`config.mk`:
```
export PLATFORM = sky130hd
export DESIGN_NAME = idli_ex_core
export DESIGN_NICKNAME = d
export VERILOG_FILES = /design/src/idli_ex_pkg.sv /design/src/idli_ex_core.sv /design/src/idli_ex_wb.sv /design/src/idli_ex_shift.sv /design/src/idli_ex_alu.sv /design/src/idli_ex_rf.sv /design/src/idli_ex_seq.sv
export SDC_FILE = /design/constraint.sdc
export NUM_CORES = 1
export LEC_CHECK = 0
export ABC_AREA = 0
export BUFFER_PORTS_ARGS = -buffer_cell sky130_fd_sc_hd__buf_2
export CELL_PAD_IN_SITES_DETAIL_PLACEMENT = 0
export CELL_PAD_IN_SITES_GLOBAL_PLACEMENT = 1
export CORE_MARGIN = 1.5
export CORE_UTILIZATION = 53
export DETAILED_ROUTE_END_ITERATION = 8
export HOLD_SLACK_MARGIN = 0.03
export PLACE_DENSITY_LB_ADDON = 0.12
export SYNTH_ARGS = -nofsm -noshare
export SYNTH_HDL_FRONTEND = slang
export SYNTH_SLANG_ARGS = --single-unit
```
`constraint.sdc`:
```
create_clock -name i_ex_gck -period 4.6 [get_ports i_ex_gck]
set_clock_uncertainty 0.2 [all_clocks]
set_input_delay 0.46 -clock i_ex_gck [delete_from_list [all_inputs] [get_ports i_ex_gck]]
set_output_delay 0.46 -clock i_ex_gck [all_outputs]
set_load 0.05 [all_outputs]
```
`src/idli_ex_pkg.sv`:
```
`default_nettype none

// Shared widths, types and encodings for the nibble-serial execution core.
package idli_ex_pkg;

  // A 16-bit word is processed as four 4-bit slices, lowest slice first.
  localparam int WORD_W     = 16;
  localparam int SLICE_W    = 4;
  localparam int NUM_SLICES = WORD_W / SLICE_W;
  localparam int NUM_REGS   = 8;

  // Fewest cycles from one instruction strobe to the next.
  localparam int MIN_GAP    = 5;

  typedef logic [WORD_W-1:0]             word_t;
  typedef logic [SLICE_W-1:0]            slice_t;
  typedef logic [$clog2(NUM_REGS)-1:0]   reg_t;
  typedef logic [$clog2(NUM_SLICES)-1:0] ctr_t;

  // Execution unit that produces the result of an instruction.
  typedef enum logic [1:0] {
    UNIT_ALU   = 2'd0,
    UNIT_SHIFT = 2'd1,
    UNIT_CMP   = 2'd2
  } unit_t;

  typedef enum logic [2:0] {
    ALU_ADD = 3'd0,
    ALU_SUB = 3'd1,
    ALU_AND = 3'd2,
    ALU_OR  = 3'd3,
    ALU_XOR = 3'd4
  } alu_op_t;

  typedef enum logic [1:0] {
    SHIFT_SHL = 2'd0,
    SHIFT_SRL = 2'd1,
    SHIFT_SRA = 2'd2,
    SHIFT_ROL = 2'd3
  } shift_op_t;

  typedef enum logic [2:0] {
    CMP_EQ  = 3'd0,
    CMP_NE  = 3'd1,
    CMP_LT  = 3'd2,
    CMP_LTU = 3'd3,
    CMP_GE  = 3'd4,
    CMP_GEU = 3'd5
  } cmp_op_t;

  // Predication mode, checked against P on the last slice.
  typedef enum logic [1:0] {
    COND_ALWAYS   = 2'd0,
    COND_IF_P     = 2'd1,
    COND_IF_NOT_P = 2'd2
  } cond_t;

  // Instruction as presented on the strobe. The op field is read according to unit.
  typedef struct packed {
    unit_t      unit;
    logic [2:0] op;
    cond_t      cond;
    reg_t       dst;
    reg_t       lhs;
    reg_t       rhs;
    logic       rhs_imm;
    word_t      imm;
  } instr_t;

  // Decoded controls, held steady while the instruction runs.
  typedef struct packed {
    unit_t     unit;
    alu_op_t   alu_op;
    shift_op_t shift_op;
    cmp_op_t   cmp_op;
    cond_t     cond;
    reg_t      dst;
  } ctrl_t;

  typedef struct packed {
    logic z;
    logic n;
    logic c;
    logic v;
  } flags_t;

endpackage

`default_nettype wire
```
`src/idli_ex_core.sv`:
```
`timescale 1ns/1ps
`default_nettype none

// Execution core top level. Sequencer, register file, ALU, shifter and
// writeback are connected here.
module idli_ex_core (
  input  var logic                 i_ex_gck,
  input  var logic                 i_ex_rst_n,

  input  var idli_ex_pkg::instr_t  i_ex_instr,
  input  var logic                 i_ex_instr_vld,

  output var logic                 o_ex_wr_vld,
  output var idli_ex_pkg::reg_t    o_ex_wr_reg,
  output var idli_ex_pkg::word_t   o_ex_wr_data,
  output var logic                 o_ex_pred
);

  // Decoded controls, slice position and busy level from the sequencer.
  idli_ex_pkg::ctrl_t  ctrl;
  idli_ex_pkg::ctr_t   ctr;
  logic                busy;

  // Operand indices and slices.
  idli_ex_pkg::reg_t   lhs_reg;
  idli_ex_pkg::reg_t   rhs_reg;
  idli_ex_pkg::slice_t lhs_slice;
  logic                lhs_next;
  logic                lhs_prev;
  idli_ex_pkg::slice_t rhs_reg_slice;
  idli_ex_pkg::slice_t rhs_slice;

  // Result slices and flags.
  idli_ex_pkg::slice_t alu_slice;
  idli_ex_pkg::flags_t alu_flags;
  idli_ex_pkg::slice_t shift_slice;

  idli_ex_seq seq_u (
    .i_seq_gck           (i_ex_gck),
    .i_seq_rst_n         (i_ex_rst_n),
    .i_seq_instr         (i_ex_instr),
    .i_seq_instr_vld     (i_ex_instr_vld),
    .i_seq_rhs_reg_slice (rhs_reg_slice),
    .o_seq_ctrl          (ctrl),
    .o_seq_ctr           (ctr),
    .o_seq_busy          (busy),
    .o_seq_lhs           (lhs_reg),
    .o_seq_rhs           (rhs_reg),
    .o_seq_rhs_slice     (rhs_slice)
  );

  // The register file is written from the writeback outputs, which are also
  // the core outputs.
  idli_ex_rf rf_u (
    .i_rf_gck       (i_ex_gck),
    .i_rf_ctr       (ctr),
    .i_rf_lhs       (lhs_reg),
    .i_rf_rhs       (rhs_reg),
    .i_rf_wr_en     (o_ex_wr_vld),
    .i_rf_wr_reg    (o_ex_wr_reg),
    .i_rf_wr_data   (o_ex_wr_data),
    .o_rf_lhs_slice (lhs_slice),
    .o_rf_lhs_next  (lhs_next),
    .o_rf_lhs_prev  (lhs_prev),
    .o_rf_rhs_slice (rhs_reg_slice)
  );

  idli_ex_alu alu_u (
    .i_alu_gck   (i_ex_gck),
    .i_alu_ctr   (ctr),
    .i_alu_busy  (busy),
    .i_alu_ctrl  (ctrl),
    .i_alu_lhs   (lhs_slice),
    .i_alu_rhs   (rhs_slice),
    .o_alu_slice (alu_slice),
    .o_alu_flags (alu_flags)
  );

  idli_ex_shift shift_u (
    .i_shift_ctr   (ctr),
    .i_shift_op    (ctrl.shift_op),
    .i_shift_in    (lhs_slice),
    .i_shift_next  (lhs_next),
    .i_shift_prev  (lhs_prev),
    .o_shift_slice (shift_slice)
  );

  idli_ex_wb wb_u (
    .i_wb_gck         (i_ex_gck),
    .i_wb_rst_n       (i_ex_rst_n),
    .i_wb_ctrl        (ctrl),
    .i_wb_ctr         (ctr),
    .i_wb_busy        (busy),
    .i_wb_alu_slice   (alu_slice),
    .i_wb_shift_slice (shift_slice),
    .i_wb_flags       (alu_flags),
    .o_wb_wr_en       (o_ex_wr_vld),
    .o_wb_wr_reg      (o_ex_wr_reg),
    .o_wb_wr_data     (o_ex_wr_data),
    .o_wb_pred        (o_ex_pred)
  );

endmodule

`default_nettype wire

```
`src/idli_ex_wb.sv`:
```
`timescale 1ns/1ps
`default_nettype none

// Writeback. Builds the result word from the slices, holds the predicate and
// decides on the last slice whether the instruction takes effect.
module idli_ex_wb (
  input  var logic                 i_wb_gck,
  input  var logic                 i_wb_rst_n,

  input  var idli_ex_pkg::ctrl_t   i_wb_ctrl,
  input  var idli_ex_pkg::ctr_t    i_wb_ctr,
  input  var logic                 i_wb_busy,

  input  var idli_ex_pkg::slice_t  i_wb_alu_slice,
  input  var idli_ex_pkg::slice_t  i_wb_shift_slice,
  input  var idli_ex_pkg::flags_t  i_wb_flags,

  output var logic                 o_wb_wr_en,
  output var idli_ex_pkg::reg_t    o_wb_wr_reg,
  output var idli_ex_pkg::word_t   o_wb_wr_data,
  output var logic                 o_wb_pred
);

  // Last slice of a running instruction, and whether it is skipped.
  logic last;
  logic skip;

  // Predicate state and the value a compare would write.
  logic pred_q;
  logic pred_d;

  // Result slice from the selected unit and the word it fills.
  idli_ex_pkg::slice_t res_slice;
  idli_ex_pkg::word_t  res_q;

  logic                wr_en_q;
  idli_ex_pkg::reg_t   wr_reg_q;

  always_comb last = i_wb_busy && (&i_wb_ctr);

  always_comb begin
    unique case (i_wb_ctrl.cond)
      idli_ex_pkg::COND_IF_P:     skip = !pred_q;
      idli_ex_pkg::COND_IF_NOT_P: skip = pred_q;
      default:                    skip = 1'b0;
    endcase
  end

  always_comb begin
    unique case (i_wb_ctrl.cmp_op)
      idli_ex_pkg::CMP_EQ:  pred_d = i_wb_flags.z;
      idli_ex_pkg::CMP_LT:  pred_d = i_wb_flags.n != i_wb_flags.v;
      idli_ex_pkg::CMP_LTU: pred_d = !i_wb_flags.c;
      idli_ex_pkg::CMP_GE:  pred_d = i_wb_flags.n == i_wb_flags.v;
      idli_ex_pkg::CMP_GEU: pred_d = i_wb_flags.c;
      default:              pred_d = !i_wb_flags.z;
    endcase
  end

  always_comb res_slice = (i_wb_ctrl.unit == idli_ex_pkg::UNIT_SHIFT) ? i_wb_shift_slice
                                                                      : i_wb_alu_slice;

  // Slices enter at the top, so slice 0 ends up at the bottom after four.
  always_ff @(posedge i_wb_gck) begin
    if (i_wb_busy) begin
      res_q <= {res_slice, res_q[idli_ex_pkg::WORD_W-1:idli_ex_pkg::SLICE_W]};
    end
    if (last) begin
      wr_reg_q <= i_wb_ctrl.dst;
    end
  end

  // Compares only update P; other units write a register for one cycle.
  always_ff @(posedge i_wb_gck, negedge i_wb_rst_n) begin
    if (!i_wb_rst_n) begin
      pred_q  <= 1'b0;
      wr_en_q <= 1'b0;
    end else begin
      wr_en_q <= last && !skip && i_wb_ctrl.unit != idli_ex_pkg::UNIT_CMP;
      if (last && !skip && i_wb_ctrl.unit == idli_ex_pkg::UNIT_CMP) begin
        pred_q <= pred_d;
      end
    end
  end

  always_comb o_wb_wr_en   = wr_en_q;
  always_comb o_wb_wr_reg  = wr_reg_q;
  always_comb o_wb_wr_data = res_q;
  always_comb o_wb_pred    = pred_q;

  // One write per instruction, and instructions are spaced apart.
  a_wr_single: assert property (@(posedge i_wb_gck) disable iff (!i_wb_rst_n)
    o_wb_wr_en |=> !o_wb_wr_en);

endmodule

`default_nettype wire

```
`src/idli_ex_shift.sv`:
```
`timescale 1ns/1ps
`default_nettype none

// Serial one-bit shifter. Each slice borrows one bit from a neighbouring
// slice of the same word.
module idli_ex_shift (
  input  var idli_ex_pkg::ctr_t        i_shift_ctr,
  input  var idli_ex_pkg::shift_op_t   i_shift_op,

  input  var idli_ex_pkg::slice_t      i_shift_in,
  input  var logic                     i_shift_next,
  input  var logic                     i_shift_prev,

  output var idli_ex_pkg::slice_t      o_shift_slice
);

  // Bit shifted in at the bottom for left shifts, or at the top for right.
  logic fill;

  always_comb begin
    unique case (i_shift_op)
      // SHL brings in 0 at the bottom of the word. Elsewhere the top bit of
      // the slice below moves up.
      idli_ex_pkg::SHIFT_SHL: fill = (i_shift_ctr == '0) ? 1'b0 : i_shift_prev;

      // The previous bit at slice 0 is already bit 15.
      idli_ex_pkg::SHIFT_ROL: fill = i_shift_prev;

      // Logical right shift puts 0 into bit 15.
      idli_ex_pkg::SHIFT_SRL: fill = (&i_shift_ctr) ? 1'b0 : i_shift_next;

      // Arithmetic right shift keeps the sign.
      default: fill = (&i_shift_ctr) ? i_shift_in[idli_ex_pkg::SLICE_W-1] : i_shift_next;
    endcase
  end

  always_comb begin
    if (i_shift_op == idli_ex_pkg::SHIFT_SHL || i_shift_op == idli_ex_pkg::SHIFT_ROL) begin
      o_shift_slice = {i_shift_in[idli_ex_pkg::SLICE_W-2:0], fill};
    end else begin
      o_shift_slice = {fill, i_shift_in[idli_ex_pkg::SLICE_W-1:1]};
    end
  end

endmodule

`default_nettype wire

```
`src/idli_ex_alu.sv`:
```
`timescale 1ns/1ps
`default_nettype none

// Serial ALU. One slice per cycle, with the carry held between slices.
module idli_ex_alu (
  input  var logic                 i_alu_gck,

  input  var idli_ex_pkg::ctr_t    i_alu_ctr,
  input  var logic                 i_alu_busy,
  input  var idli_ex_pkg::ctrl_t   i_alu_ctrl,

  input  var idli_ex_pkg::slice_t  i_alu_lhs,
  input  var idli_ex_pkg::slice_t  i_alu_rhs,

  output var idli_ex_pkg::slice_t  o_alu_slice,
  output var idli_ex_pkg::flags_t  o_alu_flags
);

  // Subtract mode and the possibly inverted right operand.
  logic                sub;
  idli_ex_pkg::slice_t rhs_eff;

  // Adder with its carry-out in the top bit.
  logic                               cin;
  logic [idli_ex_pkg::SLICE_W:0]      sum;

  // Carry and running zero flag from the previous slice.
  logic carry_q;
  logic z_q;
  logic z_prev;

  // Compares are decoded as SUB, so this covers them too.
  always_comb sub = i_alu_ctrl.alu_op == idli_ex_pkg::ALU_SUB;
  always_comb rhs_eff = sub ? ~i_alu_rhs : i_alu_rhs;

  // Two's complement subtract needs a carry-in of 1 on the first slice.
  always_comb cin = (i_alu_ctr == '0) ? sub : carry_q;

  always_comb sum = {1'b0, i_alu_lhs} + {1'b0, rhs_eff}
                  + {{idli_ex_pkg::SLICE_W{1'b0}}, cin};

  always_comb begin
    unique case (i_alu_ctrl.alu_op)
      idli_ex_pkg::ALU_AND: o_alu_slice = i_alu_lhs & i_alu_rhs;
      idli_ex_pkg::ALU_OR:  o_alu_slice = i_alu_lhs | i_alu_rhs;
      idli_ex_pkg::ALU_XOR: o_alu_slice = i_alu_lhs ^ i_alu_rhs;
      default:              o_alu_slice = sum[idli_ex_pkg::SLICE_W-1:0];
    endcase
  end

  // Zero starts fresh on slice 0 and is ANDed across the word.
  always_comb z_prev = (i_alu_ctr == '0) ? 1'b1 : z_q;

  // n, c and v are only meaningful when taken on slice 3.
  always_comb begin
    o_alu_flags.z = z_prev && (o_alu_slice == '0);
    o_alu_flags.n = sum[idli_ex_pkg::SLICE_W-1];
    o_alu_flags.c = sum[idli_ex_pkg::SLICE_W];
    // Overflow when both inputs agree in sign and the result does not.
    o_alu_flags.v = (i_alu_lhs[idli_ex_pkg::SLICE_W-1] == rhs_eff[idli_ex_pkg::SLICE_W-1])
                 && (sum[idli_ex_pkg::SLICE_W-1] != i_alu_lhs[idli_ex_pkg::SLICE_W-1]);
  end

  always_ff @(posedge i_alu_gck) begin
    if (i_alu_busy) begin
      carry_q <= sum[idli_ex_pkg::SLICE_W];
      z_q     <= o_alu_flags.z;
    end
  end

  // The carry chain is only correct if the operation holds for all slices.
  a_ctrl_stable: assert property (@(posedge i_alu_gck)
    i_alu_busy |=> !i_alu_busy || $stable(i_alu_ctrl));

endmodule

`default_nettype wire

```
`src/idli_ex_rf.sv`:
```
`timescale 1ns/1ps
`default_nettype none

// Register file. Reads are one slice per cycle, writes take the whole word.
module idli_ex_rf (
  input  var logic                 i_rf_gck,

  input  var idli_ex_pkg::ctr_t    i_rf_ctr,
  input  var idli_ex_pkg::reg_t    i_rf_lhs,
  input  var idli_ex_pkg::reg_t    i_rf_rhs,

  input  var logic                 i_rf_wr_en,
  input  var idli_ex_pkg::reg_t    i_rf_wr_reg,
  input  var idli_ex_pkg::word_t   i_rf_wr_data,

  output var idli_ex_pkg::slice_t  o_rf_lhs_slice,
  output var logic                 o_rf_lhs_next,
  output var logic                 o_rf_lhs_prev,
  output var idli_ex_pkg::slice_t  o_rf_rhs_slice
);

  idli_ex_pkg::word_t regs_q [idli_ex_pkg::NUM_REGS];

  // Whole operand words as slices, with R0 forced to zero.
  idli_ex_pkg::slice_t [idli_ex_pkg::NUM_SLICES-1:0] lhs_word;
  idli_ex_pkg::slice_t [idli_ex_pkg::NUM_SLICES-1:0] rhs_word;

  // Neighbouring slice positions. These wrap, so slice 0 sees slice 3 as
  // its previous neighbour.
  idli_ex_pkg::ctr_t ctr_next;
  idli_ex_pkg::ctr_t ctr_prev;

  // R0 is never written so it cannot be corrupted.
  always_ff @(posedge i_rf_gck) begin
    if (i_rf_wr_en && i_rf_wr_reg != '0) begin
      regs_q[i_rf_wr_reg] <= i_rf_wr_data;
    end
  end

  always_comb lhs_word = (i_rf_lhs == '0) ? '0 : regs_q[i_rf_lhs];
  always_comb rhs_word = (i_rf_rhs == '0) ? '0 : regs_q[i_rf_rhs];

  always_comb ctr_next = i_rf_ctr + 1'b1;
  always_comb ctr_prev = i_rf_ctr - 1'b1;

  always_comb o_rf_lhs_slice = lhs_word[i_rf_ctr];
  always_comb o_rf_rhs_slice = rhs_word[i_rf_ctr];

  // Nothing lies above slice 3, so the next bit is zero there.
  always_comb o_rf_lhs_next = (&i_rf_ctr) ? 1'b0 : lhs_word[ctr_next][0];

  // At slice 0 the wrap gives bit 15, which is what ROL needs.
  always_comb o_rf_lhs_prev = lhs_word[ctr_prev][idli_ex_pkg::SLICE_W-1];

endmodule

`default_nettype wire

```
`src/idli_ex_seq.sv`:
```
`timescale 1ns/1ps
`default_nettype none

// Instruction sequencer. Captures the instruction, steps through the four
// slices and decodes the op field for the unit that runs it.
module idli_ex_seq (
  input  var logic                 i_seq_gck,
  input  var logic                 i_seq_rst_n,

  input  var idli_ex_pkg::instr_t  i_seq_instr,
  input  var logic                 i_seq_instr_vld,
  input  var idli_ex_pkg::slice_t  i_seq_rhs_reg_slice,

  output var idli_ex_pkg::ctrl_t   o_seq_ctrl,
  output var idli_ex_pkg::ctr_t    o_seq_ctr,
  output var logic                 o_seq_busy,
  output var idli_ex_pkg::reg_t    o_seq_lhs,
  output var idli_ex_pkg::reg_t    o_seq_rhs,
  output var idli_ex_pkg::slice_t  o_seq_rhs_slice
);

  // Captured instruction, kept until the next strobe.
  idli_ex_pkg::instr_t instr_q;

  // Slice position and running state.
  idli_ex_pkg::ctr_t   ctr_q;
  logic                busy_q;

  // The immediate viewed as its four slices.
  idli_ex_pkg::slice_t [idli_ex_pkg::NUM_SLICES-1:0] imm_slices;

  always_ff @(posedge i_seq_gck) begin
    if (i_seq_instr_vld) begin
      instr_q <= i_seq_instr;
    end
  end

  // The counter starts at slice 0 on the strobe and wraps back to 0 after
  // slice 3, which is also where busy drops.
  always_ff @(posedge i_seq_gck, negedge i_seq_rst_n) begin
    if (!i_seq_rst_n) begin
      busy_q <= 1'b0;
      ctr_q  <= '0;
    end else if (i_seq_instr_vld) begin
      busy_q <= 1'b1;
      ctr_q  <= '0;
    end else if (busy_q) begin
      busy_q <= ~&ctr_q;
      ctr_q  <= ctr_q + 1'b1;
    end
  end

  // Decode the op field. Compares run through the ALU as a subtract, and
  // shifts leave the ALU on a harmless add.
  always_comb begin
    o_seq_ctrl.unit     = instr_q.unit;
    o_seq_ctrl.cond     = instr_q.cond;
    o_seq_ctrl.dst      = instr_q.dst;
    o_seq_ctrl.shift_op = idli_ex_pkg::shift_op_t'(instr_q.op[1:0]);
    o_seq_ctrl.cmp_op   = idli_ex_pkg::cmp_op_t'(instr_q.op);
    unique case (instr_q.unit)
      idli_ex_pkg::UNIT_ALU: o_seq_ctrl.alu_op = idli_ex_pkg::alu_op_t'(instr_q.op);
      idli_ex_pkg::UNIT_CMP: o_seq_ctrl.alu_op = idli_ex_pkg::ALU_SUB;
      default:               o_seq_ctrl.alu_op = idli_ex_pkg::ALU_ADD;
    endcase
  end

  // Right operand comes from the register file or the matching slice of the
  // immediate.
  always_comb imm_slices = instr_q.imm;
  always_comb o_seq_rhs_slice = instr_q.rhs_imm ? imm_slices[ctr_q] : i_seq_rhs_reg_slice;

  always_comb o_seq_lhs  = instr_q.lhs;
  always_comb o_seq_rhs  = instr_q.rhs;
  always_comb o_seq_ctr  = ctr_q;
  always_comb o_seq_busy = busy_q;

  // Strobes must be spaced so that each instruction finishes before the next.
  a_strobe_gap: assert property (@(posedge i_seq_gck) disable iff (!i_seq_rst_n)
    i_seq_instr_vld |=> !i_seq_instr_vld [* idli_ex_pkg::MIN_GAP-1]);

  a_no_strobe_busy: assert property (@(posedge i_seq_gck) disable iff (!i_seq_rst_n)
    i_seq_instr_vld |-> !busy_q);

  // Every instruction starts on slice 0.
  a_busy_rise_ctr: assert property (@(posedge i_seq_gck) disable iff (!i_seq_rst_n)
    $rose(busy_q) |-> ctr_q == '0);

endmodule

`default_nettype wire

```
==> results.tsv <==
stage	metric	value	unit
finish	layout-drive-gt1-share	34.7	%
finish	largest_register_ff_count	128	
critical_path	setup_slack_on_the_worst_flop_to_flop_path	0.24	ns
synthesis	ys_seq_area_share	62.5	%
critical_path	crit_fanout	16	
drt	drc	0	
sta	setup_viol_count_final	0	
cts	tritoncts	built	
global_route	grtUsageTotal	23.9	%
drt	average_wire_length_per_cell_after_detail_routing	24.1	um
critical_path	worst-endpoint-arrival	4.48	ns
run_status	outcome	completed	
die	dieArea	0.0180	sq mm
placement	port-buffer-count	56	
job	drv_cap	0	
sta	timing_hold_violations_final	0	
critical_path	worst_r2r_path_depth	14	
finish	layout.cells.most_common_list	sky130_fd_sc_hd__edfxtp_1 (182), sky130_fd_sc_hd__mux4_2 (81), sky130_fd_sc_hd__buf_2 (56), sky130_fd_sc_hd__dlygate4sd3_1 (32), sky130_fd_sc_hd__nand2_1 (24)	
cts	clk_path_buf_depth	2	
synthesis	synth.yosys.warnings	0	
synthesis	syn-cell-area	0.00913	sq mm
cts	post_cts_buffers	0	
critical_path	slowest_delay	0.54	ns
critical_path	worstPathRequired	4.72	ns
placement	worst_slack_at_placement	0.0801	ns
critical_path	start_kind	register	
pwr	p_leak	0.00378	uW
critical_path	cp-end-kind	register	
die	core	0.0167	sq mm
global_route	grt_first_pass_wirelength	30.8	mm
finish	finish.cell_count_without_fillers	853	
pwr	p_per_area	504	mW/mm^2
synthesis	avgSynthCellArea	18.3	sq um
cts	clk_pin_slew_worst_paths	0.08	ns
cts	clk-insertion-delay-late	0.44	ns
drt	vias_per_cell	6.11	
drt	initialDrtViolationCount	431	
worst_hold_path	min_from	i_ex_instr[20]	
finish	flow.area_growth_from_synthesis	17.1	%
cts	cts_inserted_buffers	17	
drt	drt.antenna.violating_nets	0	
sta	fin_worst_hold_slack	0.0563	ns
finish	final_common_cell	sky130_fd_sc_hd__edfxtp_1	
die	die_height	134	um
synthesis	synth_flop_cell	sky130_fd_sc_hd__edfxtp_1	
die	die_width	134	um
sta	finalMaxSlewViolations	0	
critical_path	setup.worst_path.class	register to register	
die	floorplan.rows	47	
drt	firstDrtPassIters	5	
sta	fmax	229	MHz
drt	dr_total_vias	5215	
critical_path	worstPathCellList	buf_4, mux4_2, mux4_2, nand2_1, nand2_1, a22o_1, xor2_1, ha_1, a21oi_1, and3_1, o211ai_1, a2111oi_4, a21oi_1, a21boi_1	
global_route	antenna_found_initial	1	
finish	final_area	0.0107	sq mm
global_route	largest_net_degree_at_the_start_of_global_routing	43	
cts	htree_levels	4	
drt	drt_wirelength	20.6	mm
sta	slew_headroom	33.8	%
cts	tritoncts_sink_count	193	
synthesis	yosys_reg_bits	193	
placement	dp_cells	788	
synthesis	asyncSetResetFlopFracSynth	2.59	%
die	initial_core_util	54.7	%
sta	timing.final.crit_share	94.8	%
synthesis	synth-edff-count	182	
placement	hpwlAfterDp	13.9	mm
global_route	total_congestion_overflow_after_global_routing	0	
placement	dpl_cell_area	0.00976	sq mm
critical_path	worstReg2RegEnd	wb_u.o_wb_pred$_DFFE_PN0P_	
global_route	number_of_global_route_vias_before_repair	5251	
placement	gp_routability_congestion	0.870	
cts	ctsRootBufferMaster	sky130_fd_sc_hd__clkbuf_16	
finish	final_nets	675	
critical_path	timing_endpoint_of_the_critical_path	wb_u.o_wb_pred$_DFFE_PN0P_	
sta	tightest_slew	0.994	ns
pwr	ir_worst_vdd	0.000404	V
finish	max_flop_register	rf_u.regs_q	
synthesis	post_synth_inst_count	499	
synthesis	netlist-cell-type-count	62	
sta	period_minus_slack	4.36	ns
die	floorplan.io_pins	57	
critical_path	cp_slowest_cell	sky130_fd_sc_hd__mux4_2	
worst_hold_path	hold_path_class	primary input to register	
sta	post-route-worst-setup-slack	0.239	ns
worst max-delay path, delay by kind of cell (launching register included):
| family | cells | cell delay [ns] |
|---|---|---|
| compound gates | 6 | 1.31 |
| simple gates | 3 | 0.35 |
| mux | 2 | 1.02 |
| buf+inv | 1 | 0.36 |
| flops | 1 | 0.46 |
| fa+ha+maj | 1 | 0.37 |
| xor+xnor | 1 | 0.16 |
cell families (layout without fill, tap and decap cells):
family / count (synthesis) / in the layout / share of synthesized area (%)
buffers and inverters: 44 / 162 / 2.56
adders and majority gates: 20 / 20 / 2.91
and+or+nand+nor: 83 / 83 / 4.69
other: 1 / 17 / 0.0411
muxes: 104 / 104 / 22.7
xor gates and xnor gates: 6 / 6 / 0.576
DFF: 193 / 193 / 62.5
AOI/OAI and AO/OA: 48 / 48 / 3.97
what timing repair did:
item | 4_1_cts | 5_1_grt
hold buffers | 32 | 0
endpoints found under the setup margin | 0 | 3
gates resized for setup | 0 | 4
endpoints found under the hold margin | 36 | 0
routing by layer:
layer	GRT usage (%)	vias to the layer above	wire length [um]	share of wire, %
met3	5.10	17	1220	5.9
met5	0	-	0	0
li1	-	2281	-	-
met4	7.53	0	278	1.4
met1	32.3	2711	8600	42
met2	39.3	206	10500	51
layout make-up:
cell class	count	area (sq um)
antenna	1	2.50
clock buffer	17	425
clock inverter	15	168
fill	1237	6010
inverter	19	71.3
multi-input combinational	277	3260
sequential	193	5720
tap	220	275
timing repair buffer	111	773
how the worst min path moves through the flow:
stage                                        end  slack (ns)  cells past startpoint
detailed placement    wb_u.o_wb_pred$_DFFE_PN0P_         0.1                      1
CTS                 seq_u.o_seq_lhs[0]$_DFFE_PP_        0.04                      1
finish              seq_u.o_seq_lhs[0]$_DFFE_PP_        0.06                      1
global route        seq_u.o_seq_lhs[0]$_DFFE_PP_        0.04                      1
floorplan             seq_u.o_seq_busy$_DFF_PN0_       -0.04                      0
global placement      wb_u.o_wb_pred$_DFFE_PN0P_        0.10                      1
stage by stage:
| step | power [uW] | setup TNS, ns | util [%] |
|---|---|---|---|
| global placement | 3880 | 0 | 58.4 |
| CTS | 5410 | 0 | 63.9 |
| detailed placement | 3910 | 0 | 58.4 |
| floorplan | 3500 | 0 | - |
| finish | 5390 | 0 | 64.0 |
| global route | 5610 | -0.0106 | 64.0 |
cells in the mapped netlist (all sizes together) (2+ instances only):
library cell | number | area, sq um
buf | 16 | 129
ha | 18 | 225
edfxtp | 182 | 5470
or2 | 2 | 12.5
fa | 2 | 40.0
inv | 19 | 71.3
nor4bb | 3 | 30.0
a21boi | 2 | 15.0
a221oi | 2 | 17.5
nand3 | 4 | 20.0
nand2b | 5 | 31.3
mux4 | 81 | 1820
o22ai | 3 | 31.3
dfrtp | 5 | 125
nor3 | 6 | 35.0
clkbuf | 9 | 33.8
dfxtp | 6 | 120
nor4b | 2 | 17.5
mux2i | 8 | 80.1
a21oi | 10 | 50.1
a22o | 4 | 35.0
a21o | 2 | 15.0
mux2 | 15 | 169
a31oi | 5 | 31.3
xor2 | 5 | 43.8
nor2 | 21 | 78.8
or4 | 2 | 15.0
nand2 | 24 | 90.1
o21a | 2 | 15.0
a311oi | 3 | 32.5
o21ai | 4 | 20.0
or3 | 2 | 12.5
nor2b | 4 | 25.0
and2 | 3 | 18.8
power breakdown:
part | internal, uW | total [uW] | leakage, uW | switching (uW)
clock | 777 | 1490 | 0.000286 | 712
sequential | 2310 | 2580 | 0.00181 | 261
combinational | 520 | 1330 | 0.00168 | 808
total | 3610 | 5390 | 0.00378 | 1780
No activity file was read; power rests on OpenSTA's default activity.
